## config.mk

```make
export PLATFORM = sky130hd
export DESIGN_NAME = video_colmix
export DESIGN_NICKNAME = d
export VERILOG_FILES = /design/src/verilog/video_pkg.sv /design/src/verilog/video_colmix.sv
export SDC_FILE = /design/constraint.sdc
export NUM_CORES = 1
export LEC_CHECK = 0
export BUFFER_PORTS_ARGS = -buffer_cell sky130_fd_sc_hd__clkbuf_2
export CAP_MARGIN = 20
export CORE_MARGIN = 2
export CORE_UTILIZATION = 55
export CTS_CLUSTER_SIZE = 16
export DETAILED_ROUTE_END_ITERATION = 10
export PLACE_DENSITY = 0.74
export SLEW_MARGIN = 20
export SYNTH_ARGS = -nofsm -noshare
export SYNTH_HDL_FRONTEND = slang
export SYNTH_SLANG_ARGS = --single-unit
```

## constraint.sdc

```tcl
create_clock -name clk -period 2.6 [get_ports clk]
set_clock_uncertainty 0.1 [all_clocks]
set_input_delay 0.39 -clock clk [delete_from_list [all_inputs] [get_ports clk]]
set_output_delay 0.39 -clock clk [all_outputs]
set_load 0.01 [all_outputs]
```

## src/verilog/video_pkg.sv

```systemverilog
// ####################################################################
// Video package
// Shared vector types and layer constants for the tile video block
// ####################################################################

package video_pkg;

    // Screen counters
    typedef logic [8:0] h_t;
    typedef logic [7:0] v_t;

    // CPU bus
    typedef logic [10:0] cpu_addr_t;
    typedef logic [7:0]  byte_t;

    // One colour component
    typedef logic [3:0] rgb_t;

    // Layer pixels, palette bits on top of colour bits
    typedef logic [3:0] char_pxl_t;
    typedef logic [5:0] scr_pxl_t;

    // Palette PROM index
    typedef logic [7:0] pal_idx_t;

    // Graphics ROM addresses
    typedef logic [11:0] char_rom_addr_t;
    typedef logic [13:0] scr_rom_addr_t;

    // Character pixels live in the upper half of the palette
    localparam pal_idx_t char_pal_base = 8'h80;

endpackage

```

## src/verilog/video_colmix.sv

```systemverilog
// ####################################################################
// Colour mixer
// Layer priority, RGB palette PROMs and blanked output register
// ####################################################################

`timescale 1ns/1ps

module video_colmix (
    input  logic                 clk,
    input  logic                 rst_n,
    input  logic                 cen6,
    input  logic                 lhbl,
    input  logic                 lvbl,
    input  video_pkg::char_pxl_t char_pxl,
    input  video_pkg::scr_pxl_t  scr_pxl,
    input  video_pkg::pal_idx_t  prog_addr,
    input  video_pkg::rgb_t      prog_din,
    input  logic                 prom_red_we,
    input  logic                 prom_green_we,
    input  logic                 prom_blue_we,
    output video_pkg::rgb_t      red,
    output video_pkg::rgb_t      green,
    output video_pkg::rgb_t      blue
);

    video_pkg::rgb_t     prom_red   [0:255];
    video_pkg::rgb_t     prom_green [0:255];
    video_pkg::rgb_t     prom_blue  [0:255];

    video_pkg::pal_idx_t pal_idx;

    // Colour 0 in the text layer lets the background through
    always_comb begin
        if (char_pxl[1:0] == 2'd0) begin
            pal_idx = {2'b00, scr_pxl};
        end else begin
            pal_idx = video_pkg::char_pal_base + {4'd0, char_pxl};
        end
    end

    // Loaded once at start-up, one entry per strobe
    always_ff @(posedge clk) begin
        if (prom_red_we) begin
            prom_red[prog_addr] <= prog_din;
        end
        if (prom_green_we) begin
            prom_green[prog_addr] <= prog_din;
        end
        if (prom_blue_we) begin
            prom_blue[prog_addr] <= prog_din;
        end
    end

    always_ff @(posedge clk) begin
        if (!rst_n) begin
            red   <= '0;
            green <= '0;
            blue  <= '0;
        end else if (cen6) begin
            if (!lhbl || !lvbl) begin
                red   <= '0;
                green <= '0;
                blue  <= '0;
            end else begin
                red   <= prom_red[pal_idx];
                green <= prom_green[pal_idx];
                blue  <= prom_blue[pal_idx];
            end
        end
    end

endmodule

```

==> impl_summary.md <==
STA
Subtracting the final worst setup slack from the clock period gives 2684 ps. Setup repair after global routing could not meet its margin everywhere. The count of final max-slew check failures is 0.

Setup violations remaining at the end of the flow were counted as 2. The number of failing hold endpoints at the final stage is 0. The worst pin sits at a relative slew slack of 27.72%. After routing, the total negative slack on setup checks comes to -125.9 ps. The slew at the pin closest to its max-slew limit is about 1100 ps. Once routing completed, OpenROAD measured the worst setup slack at -83.59 ps. Derived from the worst setup path, the maximum achievable clock frequency is 372.6 MHz. The share of the clock period used by the worst path after layout is 103.2%.

Layout
The net count of the finished layout is around 4,200. Fill cells in the final layout number a little over 6,000. The area growth from synthesis to layout is 17.44%. The layout cell share with drive strength beyond 1 is 20.62%. The final instance count without filler cells is 5,382.

Routing
The first detailed-routing pass ran for 7 iterations. The average wire per cell in the routed design is 29.84 µm. After detailed routing, the number of vias per cell comes to just over 7.

Summed over all layers, the routed wires come to between 150 and 200 mm. The number of vias after detailed routing is ~38,000. The highest routing layer actually used is met5. The detailed router finished its first iteration with slightly above 6,000 violations. The met1 wire length is roughly 57 mm. The DRC violation count after routing is 0. The number of nets with antenna violations after routing is 0. Summed over all nets, wire length on met2 after detailed routing comes to 70.58 mm. The met3 wirelength from detailed routing is 22.36 mm.

Synth
The most instantiated library cell after synthesis is sky130_fd_sc_hd__edfxtp_1. After synthesis, the largest area contributor takes up 61.35% of total cell area. The count of distinct cell types in the synthesized netlist is 84. The number of nets produced by synthesis is 3,883. The cell area that synthesis handed to floorplanning was 46,940 µm².

The synthesized area divided by synthesized cell count is 12.18 µm². Among all flip-flop cells after synthesis, the most frequent one is sky130_fd_sc_hd__edfxtp_1. The share of synthesized flip-flops with an asynchronous set or reset is 0%.

By area the synthesized netlist is led by sky130_fd_sc_hd__edfxtp_1 61%, sky130_fd_sc_hd__a21oi_1 2.7%, sky130_fd_sc_hd__nor2_1 2.5%. The gate count of the mapped netlist is 3,853. Summed over all instances, the cell type with the most area after synthesis is sky130_fd_sc_hd__edfxtp_1. Yosys printed 0 warnings. The synthesized design contains approximately 970 register bits.

Sequential cells were found to cover just over 60% of the synthesized design area. After synthesis, the most frequently instantiated cells are 959 x sky130_fd_sc_hd__edfxtp_1, 317 x sky130_fd_sc_hd__nor2_1, 272 x sky130_fd_sc_hd__nand2_1. The number of flops mapped to enable cells by yosys is around 960.

Clock tree
The number of buffers added by the clock tree synthesis step is 100. The CTS tree is built. The maximum clock path buffer count is 3.

In this run the number of H-tree levels came out at 3. The clock root buffer is sky130_fd_sc_hd__clkbuf_16. CTS saw 971 sinks.

After clock tree synthesis, the clock-pin slew on the worst setup and hold paths is 70 ps. Clock latency on the worst-skew pair, taken at its later pin, is 710 ps.

Setup path
The data arrival time of the critical path is 3230 ps. Counting cells, the worst reg-to-reg path comes to 8. The critical path data required time is 3150 ps.

The worst reg2reg path startpoint is prom_blue[48][0]. The critical path starts at char_pxl[0]. The endpoint class of the critical path is a register. The reg-to-reg critical path endpoint is blue[0]. The critical path in this run is classified as in -> reg. STA classifies the critical path startpoint as a primary input.

The critical path ends at blue[0]. The setup check on the worst reg-to-reg path leaves a slack of 130 ps. Of all nets on the critical path, the largest fanout is 21.

Placement
Counting tap cells, the placed design contains a total of between 5,000 and 6,000 instances. The number of port buffers is just over 40. Prior to clock tree synthesis, the placed netlist has a worst setup slack of -1007 ps. The congestion estimate from routability-driven global placement came to just over 1. Detailed placement ended at an HPWL of between 100 and 150 mm.

Die
The starting density of the core is 55.30%. For this design the top-level I/O count stands at 42. In this run the horizontal extent of the chip is approximately 300 µm. The row count is 107. The overall die area is 87,690 µm². The die is between 200 and 300 µm tall. In this run the standard cell core region covers approximately 85,000 µm².

Run status
The checks that failed: negative setup slack. The flow ran to the end, but the final reports show violations.

GRT
Entering global routing, the biggest net connects around 70 pins. The number of global-route vias before repair came to 36,147. The first-pass GRT wire length is ~230 mm. In the global route stage, overall resource usage came out at 36.13%. The initial antenna violation count was 7. For this run the aggregate overflow at the end of global routing stands at 0.

Power
The leakage power summed over all cells is 18.35 nW. For this design the ratio of total power to cell area is 646.8 nW/µm². The largest vdd supply drop is 0.5923 mV.

Min path
The class of the worst hold path is in -> reg.

Flow run
The tool flagged a number of max-cap violations equal to 0.
-- worst max-delay path, stage by stage --
cell,delay (ps)
sky130_fd_sc_hd__buf_8,130
sky130_fd_sc_hd__or2_1,270
sky130_fd_sc_hd__buf_12,160
sky130_fd_sc_hd__a31oi_4,200
sky130_fd_sc_hd__buf_12,180
sky130_fd_sc_hd__buf_4,360
sky130_fd_sc_hd__nor3_1,110
sky130_fd_sc_hd__nor4_1,930
sky130_fd_sc_hd__o41ai_4,160
sky130_fd_sc_hd__buf_4,200
sky130_fd_sc_hd__nand4_1,90
-- repair_timing --
| action | CTS | global route |
|---|---|---|
| hold endpoints to repair | 17 | 0 |
| buffers inserted | 1 | 2 |
| setup endpoints to repair | 7 | 11 |
| pin swaps | 3 | 4 |
| hold buffers | 2 | 0 |
| gates cloned | 0 | 0 |
| gates resized for setup | 9 | 27 |
-- per-layer routing --
layer | vias to the layer above | GRT usage (%)
met5 | - | 0
met4 | 6 | 21.16
met3 | 618 | 9.203
met2 | 3091 | 54.01
met1 | 18434 | 47.97
li1 | 15892 | -
-- layout make-up --
type	count	area (µm²)	share of cell area, %
diodes	4	10.01	0.01816
clock buffers	117	2566	4.656
clock inverters	64	729.5	1.323
inverters	29	121.4	0.2202
multi-input cells	2472	16170	29.34
flip-flops and latches	971	29040	52.68
well taps	1144	1431	2.597
repair buffers	581	5051	9.164
-- power breakdown --
group	leakage, nW	switching (mW)	internal (mW)	total, mW
clock network	1.59	6.26	8.37	14.6
logic	8.04	2.42	1.34	3.76
registers	8.72	0.0243	17.2	17.3
total	18.4	8.71	26.9	35.7
-- registers in the layout (all words and copies together), names as in the netlist --
register,count
prom_red,319
prom_green,320
prom_blue,320
blue,4
red,4
green,4
-- stage by stage --
step | hold slack (ps) | total power, mW | area (µm²) | util, %
final | 69.70 | 35.65 | 55120 | 64.94
after global routing | 71.66 | 36.40 | 55120 | 64.94
after CTS | 40.50 | 35.49 | 54970 | 64.76
after detailed placement | 378.9 | 21.14 | 51600 | 60.79
after global placement | 405.3 | 21.09 | 51600 | 60.79
after floorplan | 388.9 | 19.41 | 46940 | -
-- kinds of logic after synthesis --
family                 synth area share, %
flip-flops                           61.87
buffers and inverters                4.153
AO/OA/AOI/OAI                        18.01
multiplexers                         3.575
AND/OR/NAND/NOR                      12.40
-- cells in the final DEF, fill, tap and decap left out, types with 29 or more instances in the layout --
cell type	synthesis	routed
sky130_fd_sc_hd__mux2i_1	111	111
sky130_fd_sc_hd__o22ai_1	77	77
sky130_fd_sc_hd__clkbuf_2	1	32
sky130_fd_sc_hd__a21oi_1	250	250
sky130_fd_sc_hd__a2bb2oi_1	48	48
sky130_fd_sc_hd__clkbuf_16	0	100
sky130_fd_sc_hd__mux2_2	35	35
sky130_fd_sc_hd__nand3b_1	46	46
sky130_fd_sc_hd__o221ai_1	76	76
sky130_fd_sc_hd__a32oi_1	60	60
sky130_fd_sc_hd__a31o_2	54	54
sky130_fd_sc_hd__a211o_1	38	38
sky130_fd_sc_hd__nor3b_1	38	38
sky130_fd_sc_hd__a221oi_1	30	30
sky130_fd_sc_hd__a22oi_1	93	93
sky130_fd_sc_hd__buf_12	0	56
sky130_fd_sc_hd__o22a_1	47	47
sky130_fd_sc_hd__nor2_1	317	314
sky130_fd_sc_hd__o211ai_1	61	61
sky130_fd_sc_hd__edfxtp_1	959	959
sky130_fd_sc_hd__nor3_1	30	29
sky130_fd_sc_hd__nor2b_1	91	90
sky130_fd_sc_hd__a31oi_1	36	36
sky130_fd_sc_hd__nand3_1	181	180
sky130_fd_sc_hd__nand2_1	272	270
sky130_fd_sc_hd__o21ai_0	122	122
sky130_fd_sc_hd__buf_4	38	477
sky130_fd_sc_hd__a22o_1	30	30
-- worst min-delay path by stage --
stage,start,endpoint,depth (start not counted),slack (ps)
after global routing,prog_din[3],prom_green[59][3],1,70
after detailed placement,blue[2],blue[2],2,380
final,prog_din[1],prom_blue[60][1],1,70
after CTS,lhbl,red[2],5,40
after floorplan,prog_din[0],prom_blue[0][0],0,390
after global placement,red[3],red[3],2,410
(Power assumes the default switching activity.)
